## config.mk

```make
export PLATFORM = sky130hd
export DESIGN_NAME = csr_top
export DESIGN_NICKNAME = d
export VERILOG_FILES = /design/src/verilog/csr_pkg.sv /design/src/verilog/csr_readback.sv /design/src/verilog/csr_regfile.sv /design/src/verilog/csr_top.sv
export SDC_FILE = /design/constraint.sdc
export NUM_CORES = 1
export LEC_CHECK = 0
export ABC_AREA = 1
export ABC_CLOCK_PERIOD_IN_PS = 4370
export BUFFER_PORTS_ARGS = -buffer_cell sky130_fd_sc_hd__buf_4
export CORE_MARGIN = 3
export CORE_UTILIZATION = 55
export DETAILED_ROUTE_END_ITERATION = 10
export GPL_ROUTABILITY_DRIVEN = 0
export PLACE_DENSITY = 0.85
export SKIP_CTS_REPAIR_TIMING = 1
export SLEW_MARGIN = 20
export SYNTH_ARGS = -nofsm -noshare
export SYNTH_HDL_FRONTEND = slang
export SYNTH_SLANG_ARGS = --single-unit
export TNS_END_PERCENT = 50
```

## constraint.sdc

```tcl
create_clock -name clk -period 4.37 [get_ports clk]
set_input_delay 0.874 -clock clk [delete_from_list [all_inputs] [get_ports clk]]
set_output_delay 0.874 -clock clk [all_outputs]
set_load 0.02 [all_outputs]
```

## src/verilog/csr_pkg.sv

```systemverilog
// Shared CSR types, register index enum, version and reset constants
`default_nettype none

package csr_pkg;

    // ------------------------------------------------------------
    // Register port types
    // ------------------------------------------------------------
    typedef logic [6:0]  csr_addr_t;    // Word address, 128 slots
    typedef logic [31:0] csr_data_t;    // Register and bus data

    // Register index, one entry per mapped word
    typedef enum logic [6:0] {
        CSR_ID_RESET   = 7'd0,  // ID word, initiator reset in bit 0
        CSR_MWR_START  = 7'd1,  // Memory write start, write only
        CSR_QUEUE_ADDR = 7'd2,  // Write queue address, write only
        CSR_DAC        = 7'd3,  // DAC setting
        CSR_CONFIG1_HI = 7'd4,  // Upper field of config word 1
        CSR_CONFIG2    = 7'd5,  // Config word 2
        CSR_MWR_COUNT  = 7'd6,  // Write packet count
        CSR_FRAME_LEN  = 7'd7   // Lower field of config word 1
    } csr_reg_e;

    // ------------------------------------------------------------
    // Config word 1 split
    // ------------------------------------------------------------
    // Frame length sits in the low bits, the rest of the word above it.
    // The two widths add up to the full data width.
    localparam int CFG1_LO_WIDTH = 13;
    localparam int CFG1_HI_WIDTH = 19;

    // ------------------------------------------------------------
    // Identification
    // ------------------------------------------------------------
    localparam logic [7:0] VERSION_NUMBER = 8'h16;

    // ------------------------------------------------------------
    // Reset values
    // ------------------------------------------------------------
    // DAC channels start at mid scale
    localparam csr_data_t DAC_RESET = 32'h8080_8080;

    // Frame length all ones, bit 16 set in the upper field
    localparam csr_data_t CONFIG1_RESET = 32'h0001_1FFF;

    localparam csr_data_t CONFIG2_RESET = 32'h0002_0000;

    // Default buffer of 32768 packets
    localparam csr_data_t MWR_COUNT_RESET = 32'd32768;

endpackage

`default_nettype wire

```

## src/verilog/csr_readback.sv

```systemverilog
// CSR read data selection with the identification word
`timescale 1ns/10ps
`default_nettype none

module csr_readback #(
    parameter logic [3:0] INTERFACE_TYPE = 4'd2,
    parameter logic [7:0] FPGA_FAMILY    = 8'h14
) (
    input  wire logic               clk,
    input  wire logic               rst_n,

    input  wire csr_pkg::csr_addr_t addr_i,

    // Current register values
    input  wire logic               init_rst_i,
    input  wire csr_pkg::csr_data_t dac_data_i,
    input  wire csr_pkg::csr_data_t mwr_count_i,
    input  wire csr_pkg::csr_data_t config_reg_1_i,
    input  wire csr_pkg::csr_data_t config_reg_2_i,

    output csr_pkg::csr_data_t      rd_data_o
);

    import csr_pkg::*;

    csr_data_t rd_next;
    csr_data_t id_word;

    // Family, bus type, version and the reset bit in one word
    assign id_word = {FPGA_FAMILY, 4'b0000, INTERFACE_TYPE,
                      VERSION_NUMBER, 7'b0000000, init_rst_i};

    // ------------------------------------------------------------
    // Read word select
    // ------------------------------------------------------------
    always_comb begin
        rd_next = '0;   // Write-only and unmapped words read zero
        case (csr_reg_e'(addr_i))
            CSR_ID_RESET:   rd_next = id_word;
            CSR_DAC:        rd_next = dac_data_i;
            CSR_CONFIG1_HI: begin
                // Upper field comes back right-justified
                rd_next[CFG1_HI_WIDTH-1:0] =
                    config_reg_1_i[CFG1_LO_WIDTH +: CFG1_HI_WIDTH];
            end
            CSR_CONFIG2:    rd_next = config_reg_2_i;
            CSR_MWR_COUNT:  rd_next = mwr_count_i;
            CSR_FRAME_LEN: begin
                rd_next[CFG1_LO_WIDTH-1:0] = config_reg_1_i[CFG1_LO_WIDTH-1:0];
            end
            default: begin
                rd_next = '0;
            end
        endcase
    end

    // One cycle read latency, values sampled before any same-edge write
    always_ff @(posedge clk) begin
        if (!rst_n) begin
            rd_data_o <= '0;
        end else begin
            rd_data_o <= rd_next;
        end
    end

    // ------------------------------------------------------------
    // Assertions
    // ------------------------------------------------------------
    a_rd_data_known: assert property (
        @(posedge clk) disable iff (!rst_n)
        !$isunknown(rd_data_o)
    ) else $error("rd_data_o unknown after reset");

endmodule

`default_nettype wire

```

## src/verilog/csr_regfile.sv

```systemverilog
// CSR register storage, write decode and queue address written pulse
`timescale 1ns/10ps
`default_nettype none

module csr_regfile (
    input  wire logic              clk,
    input  wire logic              rst_n,

    // Host register port
    input  wire csr_pkg::csr_addr_t addr_i,
    input  wire logic              wr_en_i,
    input  wire csr_pkg::csr_data_t wr_data_i,

    // Register contents
    output logic                   init_rst_o,
    output logic                   mwr_start_o,
    output logic                   mwr_addr_wr_o,  // One cycle per queue write
    output csr_pkg::csr_data_t     mwr_addr_o,
    output csr_pkg::csr_data_t     mwr_count_o,
    output csr_pkg::csr_data_t     dac_data_o,
    output csr_pkg::csr_data_t     config_reg_1_o,
    output csr_pkg::csr_data_t     config_reg_2_o
);

    import csr_pkg::*;

    csr_reg_e                 reg_sel;
    logic                     queue_wr;
    logic [CFG1_HI_WIDTH-1:0] cfg1_hi_q;   // Upper field of config word 1
    logic [CFG1_LO_WIDTH-1:0] cfg1_lo_q;   // Frame length

    // ------------------------------------------------------------
    // Address decode
    // ------------------------------------------------------------
    assign reg_sel  = csr_reg_e'(addr_i);
    assign queue_wr = wr_en_i && (reg_sel == CSR_QUEUE_ADDR);

    // Config word 1 is kept as two fields written from separate addresses
    assign config_reg_1_o = {cfg1_hi_q, cfg1_lo_q};

    // ------------------------------------------------------------
    // Register writes
    // ------------------------------------------------------------
    always_ff @(posedge clk) begin
        if (!rst_n) begin
            init_rst_o     <= 1'b0;
            mwr_start_o    <= 1'b0;
            mwr_addr_o     <= '0;
            dac_data_o     <= DAC_RESET;
            cfg1_hi_q      <= CONFIG1_RESET[CFG1_LO_WIDTH +: CFG1_HI_WIDTH];
            cfg1_lo_q      <= CONFIG1_RESET[CFG1_LO_WIDTH-1:0];
            config_reg_2_o <= CONFIG2_RESET;
            mwr_count_o    <= MWR_COUNT_RESET;
        end else if (wr_en_i) begin
            case (reg_sel)
                CSR_ID_RESET: begin
                    init_rst_o <= wr_data_i[0];
                end
                CSR_MWR_START: begin
                    mwr_start_o <= wr_data_i[0];   // Only bit 0 stored
                end
                CSR_QUEUE_ADDR: begin
                    mwr_addr_o <= wr_data_i;
                end
                CSR_DAC: begin
                    dac_data_o <= wr_data_i;
                end
                CSR_CONFIG1_HI: begin
                    // Field arrives right-justified on the bus
                    cfg1_hi_q <= wr_data_i[CFG1_HI_WIDTH-1:0];
                end
                CSR_CONFIG2: begin
                    config_reg_2_o <= wr_data_i;
                end
                CSR_MWR_COUNT: begin
                    mwr_count_o <= wr_data_i;
                end
                CSR_FRAME_LEN: begin
                    cfg1_lo_q <= wr_data_i[CFG1_LO_WIDTH-1:0];
                end
                default: begin
                    // Unmapped address drops the write
                end
            endcase
        end
    end

    // ------------------------------------------------------------
    // Queue address written pulse
    // ------------------------------------------------------------
    // Follows each queue write by one cycle; back-to-back writes hold it high
    always_ff @(posedge clk) begin
        if (!rst_n) begin
            mwr_addr_wr_o <= 1'b0;
        end else begin
            mwr_addr_wr_o <= queue_wr;
        end
    end

    // ------------------------------------------------------------
    // Assertions
    // ------------------------------------------------------------
    // Pulse only ever follows a queue address write on the host port
    a_addr_wr_source: assert property (
        @(posedge clk) disable iff (!rst_n)
        mwr_addr_wr_o |-> ($past(wr_en_i) && ($past(addr_i) == CSR_QUEUE_ADDR))
    ) else $error("mwr_addr_wr_o high without a preceding queue write");

    // Outputs settle to known values out of reset
    a_outputs_known: assert property (
        @(posedge clk) disable iff (!rst_n)
        !$isunknown({init_rst_o, mwr_start_o, mwr_addr_wr_o, mwr_addr_o,
                     mwr_count_o, dac_data_o, config_reg_1_o, config_reg_2_o})
    ) else $error("register output unknown after reset");

endmodule

`default_nettype wire

```

## src/verilog/csr_top.sv

```systemverilog
// CSR block top level joining register file and readback
`timescale 1ns/10ps
`default_nettype none

module csr_top #(
    parameter logic [3:0] INTERFACE_TYPE = 4'd2,    // Data path width code
    parameter logic [7:0] FPGA_FAMILY    = 8'h14    // Device family code
) (
    input  wire logic               clk,
    input  wire logic               rst_n,

    // ------------------------------------------------------------
    // Host register port
    // ------------------------------------------------------------
    input  wire csr_pkg::csr_addr_t addr_i,
    input  wire logic               wr_en_i,
    input  wire csr_pkg::csr_data_t wr_data_i,
    output wire csr_pkg::csr_data_t rd_data_o,

    // ------------------------------------------------------------
    // Register contents to the DMA engine
    // ------------------------------------------------------------
    output wire logic               init_rst_o,      // Initiator reset
    output wire logic               mwr_start_o,     // Memory write start
    output wire csr_pkg::csr_data_t mwr_addr_o,      // Write queue address
    output wire logic               mwr_addr_wr_o,   // Queue address written
    output wire csr_pkg::csr_data_t mwr_count_o,     // Write packet count
    output wire csr_pkg::csr_data_t dac_data_o,
    output wire csr_pkg::csr_data_t config_reg_1_o,
    output wire csr_pkg::csr_data_t config_reg_2_o
);

    // ------------------------------------------------------------
    // Register storage and write decode
    // ------------------------------------------------------------
    csr_regfile u_regfile (
        .clk            (clk),
        .rst_n          (rst_n),
        .addr_i         (addr_i),
        .wr_en_i        (wr_en_i),
        .wr_data_i      (wr_data_i),
        .init_rst_o     (init_rst_o),
        .mwr_start_o    (mwr_start_o),
        .mwr_addr_wr_o  (mwr_addr_wr_o),
        .mwr_addr_o     (mwr_addr_o),
        .mwr_count_o    (mwr_count_o),
        .dac_data_o     (dac_data_o),
        .config_reg_1_o (config_reg_1_o),
        .config_reg_2_o (config_reg_2_o)
    );

    // ------------------------------------------------------------
    // Read data path
    // ------------------------------------------------------------
    // Start and queue address are write only, so not routed here
    csr_readback #(
        .INTERFACE_TYPE (INTERFACE_TYPE),
        .FPGA_FAMILY    (FPGA_FAMILY)
    ) u_readback (
        .clk            (clk),
        .rst_n          (rst_n),
        .addr_i         (addr_i),
        .init_rst_i     (init_rst_o),
        .dac_data_i     (dac_data_o),
        .mwr_count_i    (mwr_count_o),
        .config_reg_1_i (config_reg_1_o),
        .config_reg_2_i (config_reg_2_o),
        .rd_data_o      (rd_data_o)
    );

endmodule

`default_nettype wire
```

After elaboration in Yosys (flattened, before gate mapping)
Index checks and enable logic that the tools add are counted.
- logic and storage cells: 30
- bits in read-only memories: 0
- output and inout port bits: 195
- memories: 0
- register bits: 195
- bits in latches: 0
- RAM bits: 0
- div/mod/pow operators: 0
- magnitude comparators: 0
- add/subtract/negate cells: 0
- bitwise operators: 0
- multiply operators: 0
- multiplexer cells: 3
- equality and inequality tests: 7
- reduce and logical (&&, ||, !) cells: 10
- shifts and indexed selects: 0
- operators by type and width (kind ; number):
    case mux 13 bit (6 select lines) ; 1
    case mux 13 bit (4 select lines) ; 1
    case mux 6 bit (5 select lines) ; 1
    == test 7 x 3 -> 1 bit, second input constant ; 4
    AND reduction 2 bit ; 8
    == test 7 x 2 -> 1 bit, second input constant ; 2
    == test 7 x 1 -> 1 bit, second input constant ; 1
    zero test 7 bit ; 1
    logical AND 1 bit ; 1

Depth between registers and ports, before layout
Gate-level depths: netlist of the first run.
- word-level depth: 2
- mapped depth: 10
- mapped depth without buffers: 9

Modules after synthesis
From an unflattened synthesis of the first run, not the netlist that was laid out.
- cells, all modules: 1266
- area, all modules: 8653.3 um^2
- by module, submodules not included (module ; area an instance (um^2) ; instances ; seq. area each (um^2) ; cells each):
    csr_regfile ; 6696.4 ; 1 ; 3263.1 ; 930
    csr_readback ; 1956.9 ; 1 ; 640.6 ; 336

Worst setup path before layout of the first run
Ideal clock, no wire load.
- kind: input -> register
- start: input addr_i[4]
- end: register u_regfile.mwr_addr_o[10]
- arrival: 1.870 ns
- required time: 4.255 ns
- library setup time: 0.115 ns
- stages on the path: 10
- path slack: 2.385 ns
- cells stage by stage: inv_2 > nand2_1 > nor2_2 > nand2_1 > nor2_1 > buf_4 > buf_2 > nand3_1 > nand2_1 > nor2_1
- cells in the longest elaborated chain, start to end: 2
- RTL lines (what ; RTL line ; text):
    from (decl) ; csr_top.sv:15 ; input wire csr_pkg::csr_addr_t addr_i,
    == test 7 x 2 -> 1 bit ; csr_regfile.sv:55 ; case (reg_sel)
    AND reduction 2 bit (no source line) ; - ;
    to (signal assigned) ; csr_regfile.sv:63 ; mwr_addr_o <= wr_data_i;
    to (decl) ; csr_regfile.sv:18 ; output csr_pkg::csr_data_t mwr_addr_o,
No other way between the ends.
A chain may end at the register's enable or synchronous reset.

Worst setup path after layout of the first run
- start: input addr_i[5]
- end: register u_regfile.dac_data_o[11]
- cells in the longest elaborated chain, start to end: 2
- RTL lines (what ; RTL line ; text):
    == test 7 x 2 -> 1 bit ; csr_regfile.sv:55 ;
    AND reduction 2 bit (no source line) ; - ;
    to (signal assigned) ; csr_regfile.sv:66 ; dac_data_o <= wr_data_i;
    to (decl) ; csr_regfile.sv:20 ; output csr_pkg::csr_data_t dac_data_o,
No other way between the ends.

==> impl_metrics.ini, run 1 <==
[timing]
post-route-min-period_ns = 2.67
final_critical_path_setup_slack_ns = 1.70
fin_worst_skew_ns = 0.00614
timing.setup.tns_ns = 0
worst-slew-pin-transition_ns = 0.949
final_min_period_over_clock_period_pct = 61.2
max_freq_mhz = 374
finalSetupViolCount = 0
relSlewSlack_pct = 36.3
hold_viol = 0
finalMaxSlewViolations = 0
rsz0062_at_grt = false

[place]
dpl.hpwl_um = 16800
portBuffers = 236
post-place-cells = 1416
dp_worst_setup_slack_ns = 1.30

[grt]
grt_start_max_net_pins = 98
gr_util_all_layers_pct = 31.5
grt_first_pass_wirelength_um = 39300
total_gr_overflow = 0
antenna_violations_before_repair = 0
grt_pass1_vias = 7100

[power]
standby_leakage_power_nw = 4.80
ir_drop_v = 0.000331
p_per_area_nw_per_um2 = 355

[clocking]
clock_sinks = 195
cts_buffers = 17
worst_setup_hold_path_clk_slew_ns = 0.07
cts_tree = yes
clock_insertion_delay_worst_skew_ns = 0.44
cts_htree_levels = 4
clock_tree.root_cell = sky130_fd_sc_hd__clkbuf_16
clk_path_buf_depth = 2

[setup_path]
critPathTopFamily = buffers and inverters
worst_r2r_startpoint = u_regfile.mwr_count_o[23]
critPathSlowestCell = sky130_fd_sc_hd__inv_2
worst-setup-path-type = input pin to flip-flop
crit_path_cell_trace = buf_4 -> nor2_1 -> nand2_1 -> nor2_2 -> buf_4 -> nand2_1 -> buf_4 -> inv_2 -> nor2_1 -> nor2_1
worst-r2r-setup-slack_ns = 3.46
crit_path_max_incr_delay_ns = 0.52
timing.critical_path.to_type = flip-flop
ff2ff_path_depth = 4
critical_path.max_fanout = 31
start_kind = input pin
critical_path_required_ns = 4.74
cp.arrival_ns = 3.04
critical_path.reg2reg.endpoint = u_readback.rd_data_o[23]
timing.critical_path.buf_inv = 4

[min_path]
worstHoldEndpoint = u_regfile.mwr_count_o[25]
hold_start = u_regfile.mwr_count_o[25]
worstHoldPathType = flip-flop to flip-flop
timing.hold.worst_path_depth = 2

[synthesis]
postSynthCellCount = 1060
syn_area_per_cell_um2 = 7.38
combinational_family_with_the_most_area_after_synthesis = simple AND/OR/NAND/NOR gates
synth-seq-area-share_pct = 49.9
compound_gate_portion_of_the_synthesized_area_pct = 15.4
ys_types = 24
synth_edf_count = 0
synthArstFlopShare_pct = 0
yosys_warnings = 0
syn_nets = 1102
synth.area.mux_share_pct = 0
post_synth_and_or_nand_nor_area_fraction_pct = 26.9
synth-main-ff-cell = sky130_fd_sc_hd__dfxtp_1
synthesis.area_um2 = 7820
synth-xor-area-share_pct = 0
synth_seq_cells = 195
post_synth_fa_ha_maj_area_fraction_pct = 0

[route]
drt_iter0_markers = 1000
topRoutingLayerUsed = met4
drt_first_pass_iters = 5
detailroute.via_count = 7971
wl_met2_um = 11700
drc_errors = 0
wirelength_um = 25600
vias_per_cell = 5.50
met1Wirelength_um = 10500
ant_nets = 0
drt-wirelength-per-cell_um = 17.7
route.met3.wl_um = 2610

[floorplanning]
initial_utilization_pct = 57.7
fp.coreArea_um2 = 13600
die_x_um = 125
die_area_um2 = 15700
io_pins = 237
die_height_um = 125
rows = 42

[final_layout]
fill_cells = 1062
fin_util_pct = 75.1
fraction_of_final_layout_cells_sized_beyond_drive_strength_1_pct = 24.6
layoutNonFillerInstCount = 1448
flow.area_growth_from_synthesis_pct = 30.1
finish.net_count = 1301
register_area_um2 = 3900
multi_input_area_um2 = 3320

[flow_run]
max-cap-violations = 0

[status]
status = complete, no violations
cell usage in the layout, fill, tap and decap left out:
master                         n
sky130_fd_sc_hd__nand3b_1      7
sky130_fd_sc_hd__buf_4       245
sky130_fd_sc_hd__inv_1        58
sky130_fd_sc_hd__clkbuf_16    17
sky130_fd_sc_hd__inv_2        11
sky130_fd_sc_hd__nand2_2       4
sky130_fd_sc_hd__o21ai_0     116
sky130_fd_sc_hd__clkbuf_8      5
sky130_fd_sc_hd__diode_2       1
sky130_fd_sc_hd__clkinv_1      2
sky130_fd_sc_hd__clkinvlp_4    2
sky130_fd_sc_hd__clkinv_2      2
sky130_fd_sc_hd__o211ai_1      8
sky130_fd_sc_hd__o211ai_2      9
sky130_fd_sc_hd__clkbuf_1      1
sky130_fd_sc_hd__nand2_4       1
sky130_fd_sc_hd__clkinv_4      1
sky130_fd_sc_hd__nor2_1      228
sky130_fd_sc_hd__o21ai_1      12
sky130_fd_sc_hd__nand2_1     180
sky130_fd_sc_hd__nor2_2        6
sky130_fd_sc_hd__nor2_8        2
sky130_fd_sc_hd__nor4_1        1
sky130_fd_sc_hd__nor2_4        5
sky130_fd_sc_hd__nand3_1      71
sky130_fd_sc_hd__dfxtp_1     195
sky130_fd_sc_hd__bufinv_16     3
sky130_fd_sc_hd__a21oi_1      79
power breakdown:
group | internal [mW] | switching [mW]
clock | 0.973 | 0.660
combinational | 0.0590 | 0.129
sequential | 1.78 | 0.00531
layout make-up:
type / count / share of cell area (%)
clock inverters: 8 / 1.22
inverters: 71 / 2.62
diodes: 1 / 0.0246
clock buffers: 23 / 4.89
well taps: 176 / 2.16
repair buffers: 245 / 18.1
multi-input cells: 729 / 32.7
flip-flops and latches: 195 / 38.4
worst reg2reg max path, stage by stage, from the launching register on:
cell and delay (ns):
sky130_fd_sc_hd__dfxtp_1 0.37, sky130_fd_sc_hd__inv_1 0.08, sky130_fd_sc_hd__o211ai_1 0.20, sky130_fd_sc_hd__nand2_1 0.12
sky130_fd_sc_hd__inv_1 0.08
through the flow:
step / area, um2 / power [mW] / hold slack [ns]
3_3_place_gp: 9550 / 2.01 / 0.457
4_1_cts: 10200 / 3.61 / 0.477
6_report: 10200 / 3.61 / 0.479
3_5_place_dp: 9550 / 2.01 / 0.462
5_1_grt: 10200 / 3.70 / 0.506
2_1_floorplan: 7820 / 1.93 / 0.537
logic make-up (layout without fill, tap and decap cells):
family / Yosys count / after routing
buffers and inverters: 136 / 347
and+or+nand+nor: 505 / 505
AOI/OAI and AO/OA: 224 / 224
other: 0 / 1
DFF: 195 / 195
synth_stat cells, types with 8 or more instances:
library cell / instances / area share, %
sky130_fd_sc_hd__inv_2: 11 / 0.53
sky130_fd_sc_hd__nand2_1: 180 / 8.6
sky130_fd_sc_hd__buf_2: 23 / 1.5
sky130_fd_sc_hd__clkbuf_1: 27 / 1.3
sky130_fd_sc_hd__nand3_1: 71 / 4.5
sky130_fd_sc_hd__a21oi_1: 79 / 5.1
sky130_fd_sc_hd__o211ai_1: 8 / 0.77
sky130_fd_sc_hd__o21ai_0: 116 / 7.4
sky130_fd_sc_hd__o21ai_1: 12 / 0.77
sky130_fd_sc_hd__inv_1: 58 / 2.8
sky130_fd_sc_hd__nor2_1: 230 / 11
sky130_fd_sc_hd__o211ai_2: 9 / 1.4
sky130_fd_sc_hd__dfxtp_1: 195 / 50
flip-flops by register name (all words and copies together) (netlist names):
signal,flops
u_regfile.mwr_count_o,32
u_regfile.dac_data_o,32
u_regfile.mwr_start_o,1
u_regfile.cfg1_lo_q,13
u_regfile.mwr_addr_wr_o,1
u_regfile.mwr_addr_o,32
u_readback.rd_data_o,32
u_regfile.init_rst_o,1
u_regfile.cfg1_hi_q,19
u_regfile.config_reg_2_o,32
layer usage:
metal | GRT usage (%) | vias to the layer above
li1 | - | 3809
met3 | 6.44 | 58
met4 | 10.4 | 0
met2 | 50.1 | 486
met1 | 43.1 | 3618
met5 | 0 | -
worst max-delay path by stage:
stage / startpoint / endpoint / cells after the start / slack (ns)
after CTS: addr_i[5] / u_regfile.dac_data_o[11] / 10 / 1.73
after floorplan: addr_i[4] / u_regfile.mwr_addr_o[10] / 10 / 2.38
final: addr_i[5] / u_regfile.dac_data_o[11] / 10 / 1.70
after global routing: addr_i[5] / u_regfile.dac_data_o[2] / 10 / 1.57
after global placement: addr_i[5] / u_regfile.dac_data_o[2] / 10 / 1.39
after detailed placement: addr_i[5] / u_regfile.dac_data_o[1] / 10 / 1.30
Power figures use the tool's default switching activity.
==> inputs of run 2 (changes only) <==
--- a/config.mk
+++ b/config.mk
@@ -5,14 +5,14 @@
 export SDC_FILE = /design/constraint.sdc
 export NUM_CORES = 1
 export LEC_CHECK = 0
-export ABC_AREA = 1
-export ABC_CLOCK_PERIOD_IN_PS = 4370
+export ABC_AREA = 0
+export ABC_CLOCK_PERIOD_IN_PS = 2800
 export BUFFER_PORTS_ARGS = -buffer_cell sky130_fd_sc_hd__buf_4
 export CORE_MARGIN = 3
-export CORE_UTILIZATION = 55
+export CORE_UTILIZATION = 50
 export DETAILED_ROUTE_END_ITERATION = 10
 export GPL_ROUTABILITY_DRIVEN = 0
-export PLACE_DENSITY = 0.85
+export PLACE_DENSITY = 0.79
 export SKIP_CTS_REPAIR_TIMING = 1
 export SLEW_MARGIN = 20
 export SYNTH_ARGS = -nofsm -noshare
==> constraint.sdc (replaced) <==
create_clock -name clk -period 2.8 [get_ports clk]
set_input_delay 0.56 -clock clk [delete_from_list [all_inputs] [get_ports clk]]
set_output_delay 0.56 -clock clk [all_outputs]
set_load 0.02 [all_outputs]
==> run 2 against run 1 <==
Non-clock buffer count increased by 12. Sequential cell count stayed put. Core utilization decreased by 5.8 points. First-iteration DRC count down 43%. Cell count shrank 18%. Worst setup slack got worse by 0.78 ns. Wire length shrank 14%.
==> impl_metrics.ini, run 2 <==
[timing]
hold_viol = 0
rsz0062_at_grt = false
post-route-min-period_ns = 1.88
final_min_period_over_clock_period_pct = 67.2
worst-slew-pin-transition_ns = 0.666
relSlewSlack_pct = 55.6
finalSetupViolCount = 0
fin_worst_skew_ns = 0.00628
finalMaxSlewViolations = 0
timing.setup.tns_ns = 0
max_freq_mhz = 532

[synthesis]
post_synth_most_frequent_cells = sky130_fd_sc_hd__dfxtp_1 (195), sky130_fd_sc_hd__nand3_1 (158), sky130_fd_sc_hd__o21ai_0 (138)
synth_seq_cells = 195
compound_gate_portion_of_the_synthesized_area_pct = 17.1
syn_area_per_cell_um2 = 9.25
yosysTopAreaCell = sky130_fd_sc_hd__dfxtp_1
synth-xor-area-share_pct = 0
synth-main-ff-cell = sky130_fd_sc_hd__dfxtp_1
yosys_warnings = 0
combinational_family_with_the_most_area_after_synthesis = simple AND/OR/NAND/NOR gates
synthesis.area_um2 = 7320
syn_nets = 834
post_synth_fa_ha_maj_area_fraction_pct = 0
synth-seq-area-share_pct = 53.3
netlist_top_cells_area = sky130_fd_sc_hd__dfxtp_1 (53%), sky130_fd_sc_hd__nand3_1 (11%), sky130_fd_sc_hd__o21ai_0 (9.4%)
synth.most_common_cell = sky130_fd_sc_hd__dfxtp_1
postSynthCellCount = 792
ys_types = 42
post_synth_and_or_nand_nor_area_fraction_pct = 19.3
synth_top_cell_area_share_pct = 53.3
synthArstFlopShare_pct = 0
synth.area.mux_share_pct = 5.42
synth_edf_count = 0

[setup_path]
crit_path_max_incr_delay_ns = 0.37
worst_r2r_startpoint = u_regfile.cfg1_lo_q[8]
crit_path_frequent_cell = sky130_fd_sc_hd__buf_4
cp.arrival_ns = 2.18
timing.critical_path.to_type = flip-flop
critical_path.startpoint = addr_i[5]
worst-setup-path-type = input pin to flip-flop
critPathSlowestCell = sky130_fd_sc_hd__buf_4
critical_path_required_ns = 3.10
critical_path.max_fanout = 25
start_kind = input pin
crit_path_cell_trace = buf_4 -> nor4_4 -> buf_4 -> nand4_4 -> buf_4 -> nand3_1 -> o21ai_0

[power]
internal-power_mw = 4.24
power.share.sequential_pct = 51.2
p_per_area_nw_per_um2 = 557
combPwrFrac_pct = 5.0
power_frac_clock_pct = 43.8
standby_leakage_power_nw = 4.10
ir_drop_v = 0.000404
netSwitchingPower_mw = 1.19
swShare_pct = 22.0

[clocking]
clock_tree.root_cell = sky130_fd_sc_hd__clkbuf_16
clock_insertion_delay_worst_skew_ns = 0.42
worst_setup_hold_path_clk_slew_ns = 0.07
clock_sinks = 195
cts_htree_levels = 4
clk_path_buf_depth = 2
cts_tree = yes
cts_buffers = 17

[route]
vias_per_cell = 5.69
drt_iter0_markers = 566
drt_first_pass_iters = 7
drt-wirelength-per-cell_um = 18.5
wirelength_um = 21900
ant_nets = 0
detailroute.via_count = 6747
drc_errors = 0

[final_layout]
finish.net_count = 1035
commonest_non_fill_non_tap_cell_in_the_layout = sky130_fd_sc_hd__buf_4
antenna_diode_count = 0
final_cell_mix = sky130_fd_sc_hd__buf_4 (252), sky130_fd_sc_hd__dfxtp_1 (195), sky130_fd_sc_hd__nand3_1 (158), sky130_fd_sc_hd__o21ai_0 (138), sky130_fd_sc_hd__nand2_1 (68)
fraction_of_final_layout_cells_sized_beyond_drive_strength_1_pct = 30.6
flow.area_growth_from_synthesis_pct = 33.3
finish.instance_area_um2 = 9760

[status]
status = complete, no violations

[grt]
antenna_violations_before_repair = 0
total_gr_overflow = 0
grt_start_max_net_pins = 90
gr_util_all_layers_pct = 26.7
grt_pass1_vias = 6338
grt_first_pass_wirelength_um = 34400

[place]
dpl.hpwl_um = 14800
portBuffers = 236
detailed_place.area_um2 = 9190

[floorplanning]
die_x_um = 127
die_height_um = 127
io_pins = 237
fp.coreArea_um2 = 14100
rows = 43
initial_utilization_pct = 52.0
die_area_um2 = 16100

[min_path]
hold_start = wr_data_i[1]
worstHoldPathType = input pin to flip-flop

[flow_run]
max-cap-violations = 0
[run 2: final timing paths]
| path | to | depth (start not counted) | slack (ns) |
|---|---|---|---|
| min reg2reg | u_regfile.mwr_addr_o[31] | 2 | 0.46 |
| max | u_regfile.mwr_count_o[25] | 7 | 0.92 |
| min | u_regfile.cfg1_lo_q[1] | 3 | 0.35 |
| max reg2reg | u_readback.rd_data_o[8] | 3 | 1.66 |
[run 2: kinds of logic (layout without fill, tap and decap cells)]
group / Yosys count / in the layout
and+or+nand+nor: 282 / 282
AOI/OAI and AO/OA: 208 / 208
DFF: 195 / 195
buffers and inverters: 77 / 290
muxes: 30 / 30
[run 2: area by class of cell]
cell class	instances	area, um2
fillers	1092	4330
flip-flops and latches	195	3900
multi-input cells	520	3070
repair buffers	257	1980
clock buffers	24	472
well taps	180	225
clock inverters	7	101
inverters	2	7.51
[run 2: metal layers]
layer	GRT usage, %	wire length (um)	vias up	part of all wire, %
li1	-	-	3252	-
met1	36.4	9520	3187	43
met2	41.8	10200	269	47
met3	5.69	1570	39	7.2
met4	10.6	592	0	2.7
met5	0	0	-	0
[run 2: metrics by stage]
stage / hold slack [ns] / power, mW / std cells / worst slack, ns / util [%]
after floorplan: 0.537 / 3.01 / 792 / 1.03 / -
after global placement: 0.453 / 3.12 / 1154 / 0.486 / 65.2
after detailed placement: 0.456 / 3.12 / 1154 / 0.503 / 65.2
after CTS: 0.336 / 5.45 / 1185 / 0.926 / 69.3
after global routing: 0.351 / 5.59 / 1185 / 0.824 / 69.3
final: 0.348 / 5.44 / 1185 / 0.919 / 69.3
[run 2: power by group through the flow]
stage | registers [mW] | clock network [mW] | logic (mW)
finish | 2.78 | 2.38 | 0.274
global route | 2.78 | 2.51 | 0.298
CTS | 2.78 | 2.40 | 0.273
detailed placement | 2.85 | 0 | 0.272
global placement | 2.85 | 0 | 0.270
floorplan | 2.85 | 0 | 0.153
[run 2: critical path: cells and delay by family]
kind                   cells  cell delay, ns
AO/OA/AOI/OAI              1            0.09
buffers and inverters      3            0.78
AND/OR/NAND/NOR            3            0.72
==> inputs of run 3 (changes only) <==
--- a/config.mk
+++ b/config.mk
@@ -6,7 +6,7 @@
 export NUM_CORES = 1
 export LEC_CHECK = 0
 export ABC_AREA = 0
-export ABC_CLOCK_PERIOD_IN_PS = 2800
+export ABC_CLOCK_PERIOD_IN_PS = 1750
 export BUFFER_PORTS_ARGS = -buffer_cell sky130_fd_sc_hd__buf_4
 export CORE_MARGIN = 3
 export CORE_UTILIZATION = 50
==> constraint.sdc (replaced) <==
create_clock -name clk -period 1.75 [get_ports clk]
set_input_delay 0.35 -clock clk [delete_from_list [all_inputs] [get_ports clk]]
set_output_delay 0.35 -clock clk [all_outputs]
set_load 0.02 [all_outputs]
==> run 3 against run 2 <==
Count of clock-buffer cells in the layout shrank 4. Critical endpoint is now u_readback.rd_data_o[8]. Clock power increased by 63%. Largest cell class unchanged. Combinational power increased by 80%. Register-to-register slack lost 1.1 ns.
==> impl_metrics.ini, run 3 (synthesized netlist as in run 2, its figures left out) <==
[flow_run]
max-cap-violations = 0

[setup_path]
worst_r2r_startpoint = u_regfile.mwr_count_o[8]
timing.critical_path.to_type = flip-flop
crit_path_frequent_cell = sky130_fd_sc_hd__buf_4
worst-path-stages = 6
worst-r2r-setup-slack_ns = 0.56
start_kind = input pin
crit_path_max_incr_delay_ns = 0.56
ff2ff_path_depth = 3
timing.critical_path.buf_inv = 2
critical_path.reg2reg.endpoint = u_readback.rd_data_o[8]
crit_path_cell_trace = buf_4 -> or4_4 -> nor3b_4 -> buf_4 -> a22oi_1 -> nor2_1
critPathSlowestCell = sky130_fd_sc_hd__or4_4
worst-setup-path-type = input pin to flip-flop
critical_path_required_ns = 2.11
cp.arrival_ns = 1.73
critPathTopFamily = simple AND/OR/NAND/NOR gates
critical_path.max_fanout = 7

[power]
power_frac_clock_pct = 43.9
standby_leakage_power_nw = 4.31
swShare_pct = 21.7
p_per_area_nw_per_um2 = 871
power.share.sequential_pct = 50.5
internal-power_mw = 6.90
netSwitchingPower_mw = 1.91
p_total_mw = 8.82
ir_drop_v = 0.000816
combPwrFrac_pct = 5.6

[final_layout]
commonest_non_fill_non_tap_cell_in_the_layout = sky130_fd_sc_hd__buf_4
finish.net_count = 1063
antenna_diode_count = 0
final_cell_mix = sky130_fd_sc_hd__buf_4 (269), sky130_fd_sc_hd__dfxtp_1 (195), sky130_fd_sc_hd__nand3_1 (158), sky130_fd_sc_hd__o21ai_0 (138), sky130_fd_sc_hd__nand2_1 (68)
flow.area_growth_from_synthesis_pct = 38.2
layoutNonFillerInstCount = 1211
fraction_of_final_layout_cells_sized_beyond_drive_strength_1_pct = 32.7
fill_cells = 1098

[floorplanning]
die_area_um2 = 16100
die_x_um = 127
fp.coreArea_um2 = 14100
io_pins = 237
rows = 43
die_height_um = 127
initial_utilization_pct = 52.0

[timing]
final_min_period_over_clock_period_pct = 78.3
final_critical_path_setup_slack_ns = 0.380
rsz0062_at_grt = false
finalMaxSlewViolations = 0
worst-slew-pin-transition_ns = 0.582
finalSetupViolCount = 0
fin_worst_skew_ns = 0.00903
max_freq_mhz = 730
post-route-min-period_ns = 1.37
timing.setup.tns_ns = 0
hold_viol = 0
final.hold.worst_slack_ns = 0.144
relSlewSlack_pct = 61.2

[route]
wirelength_um = 22800
detailroute.via_count = 7012
vias_per_cell = 5.79
drt-wirelength-per-cell_um = 18.8
drt_first_pass_iters = 5
ant_nets = 0
drc_errors = 0
drt_iter0_markers = 567

[clocking]
cts_htree_levels = 4
clock_tree.root_cell = sky130_fd_sc_hd__clkbuf_16
clock_sinks = 195
cts_tree = yes
worst_setup_hold_path_clk_slew_ns = 0.07
cts_buffers = 17
clk_path_buf_depth = 2
clock_insertion_delay_worst_skew_ns = 0.43

[place]
dp_worst_setup_slack_ns = -0.0188
dpl.hpwl_um = 15900
post-place-cells = 1182
portBuffers = 236

[grt]
grt_pass1_vias = 6358
grt_start_max_net_pins = 54
gr_util_all_layers_pct = 27.3
total_gr_overflow = 0
grt_first_pass_wirelength_um = 34700
antenna_violations_before_repair = 0

[status]
status = complete, no violations

[min_path]
worstHoldPathType = input pin to flip-flop
timing.hold.worst_path_depth = 3
hold_start = wr_data_i[4]
worstHoldEndpoint = u_regfile.cfg1_lo_q[4]
-- run 3: cell count changes in the layout (fill, tap and decap cells not counted), sizes merged --
cell,delta
clkinvlp,+1
clkinv,-1
clkbuf,-4
inv,+1
buf,+28
bufinv,+1
-- run 3: power groups by stage --
stage                     Clock [mW]  Sequential (mW)  Combinational (mW)
after CTS                       3.90             4.45               0.487
final                           3.87             4.45               0.492
after floorplan                    0             4.57               0.245
after detailed placement           0             4.55               0.483
after global placement             0             4.55               0.479
after global routing            4.10             4.45               0.525
-- run 3: through the flow --
stage / cell area, um2 / util (%)
2_1_floorplan: 7320 / -
3_3_place_gp: 9540 / 67.7
3_5_place_dp: 9540 / 67.7
4_1_cts: 10100 / 71.8
5_1_grt: 10100 / 71.8
6_report: 10100 / 71.8
-- run 3: metal layers --
| layer | share of wire [%] | up-vias | wire [um] | GRT usage [%] |
|---|---|---|---|---|
| li1 | - | 3314 | - | - |
| met1 | 42 | 3310 | 9470 | 36.0 |
| met2 | 47 | 348 | 10800 | 44.3 |
| met3 | 8.5 | 40 | 1940 | 5.64 |
| met4 | 2.4 | 0 | 545 | 10.3 |
| met5 | 0 | - | 0 | 0 |
-- run 3: layout make-up --
type / instances / area (um2) / share of cell area [%]
clock buffers: 20 / 447 / 4.42
clock inverters: 9 / 131 / 1.30
inverters: 2 / 7.51 / 0.0742
multi-input cells: 520 / 3070 / 30.4
flip-flops and latches: 195 / 3900 / 38.6
well taps: 180 / 225 / 2.23
repair buffers: 285 / 2330 / 23.0
-- run 3: worst max-delay path by stage --
stage / start / to / slack [ns]
2_1_floorplan: addr_i[5] / u_regfile.dac_data_o[15] / 0.19
3_3_place_gp: addr_i[5] / u_readback.rd_data_o[1] / 0.04
3_5_place_dp: addr_i[5] / u_readback.rd_data_o[8] / -0.02
4_1_cts: addr_i[5] / u_readback.rd_data_o[8] / 0.40
5_1_grt: addr_i[5] / u_readback.rd_data_o[2] / 0.37
6_report: addr_i[5] / u_readback.rd_data_o[8] / 0.38
-- run 3: tightest hold or removal path: stages --
cell and delay (ns):
sky130_fd_sc_hd__buf_4 0.08, sky130_fd_sc_hd__nand2_1 0.04, sky130_fd_sc_hd__nand3_1 0.06
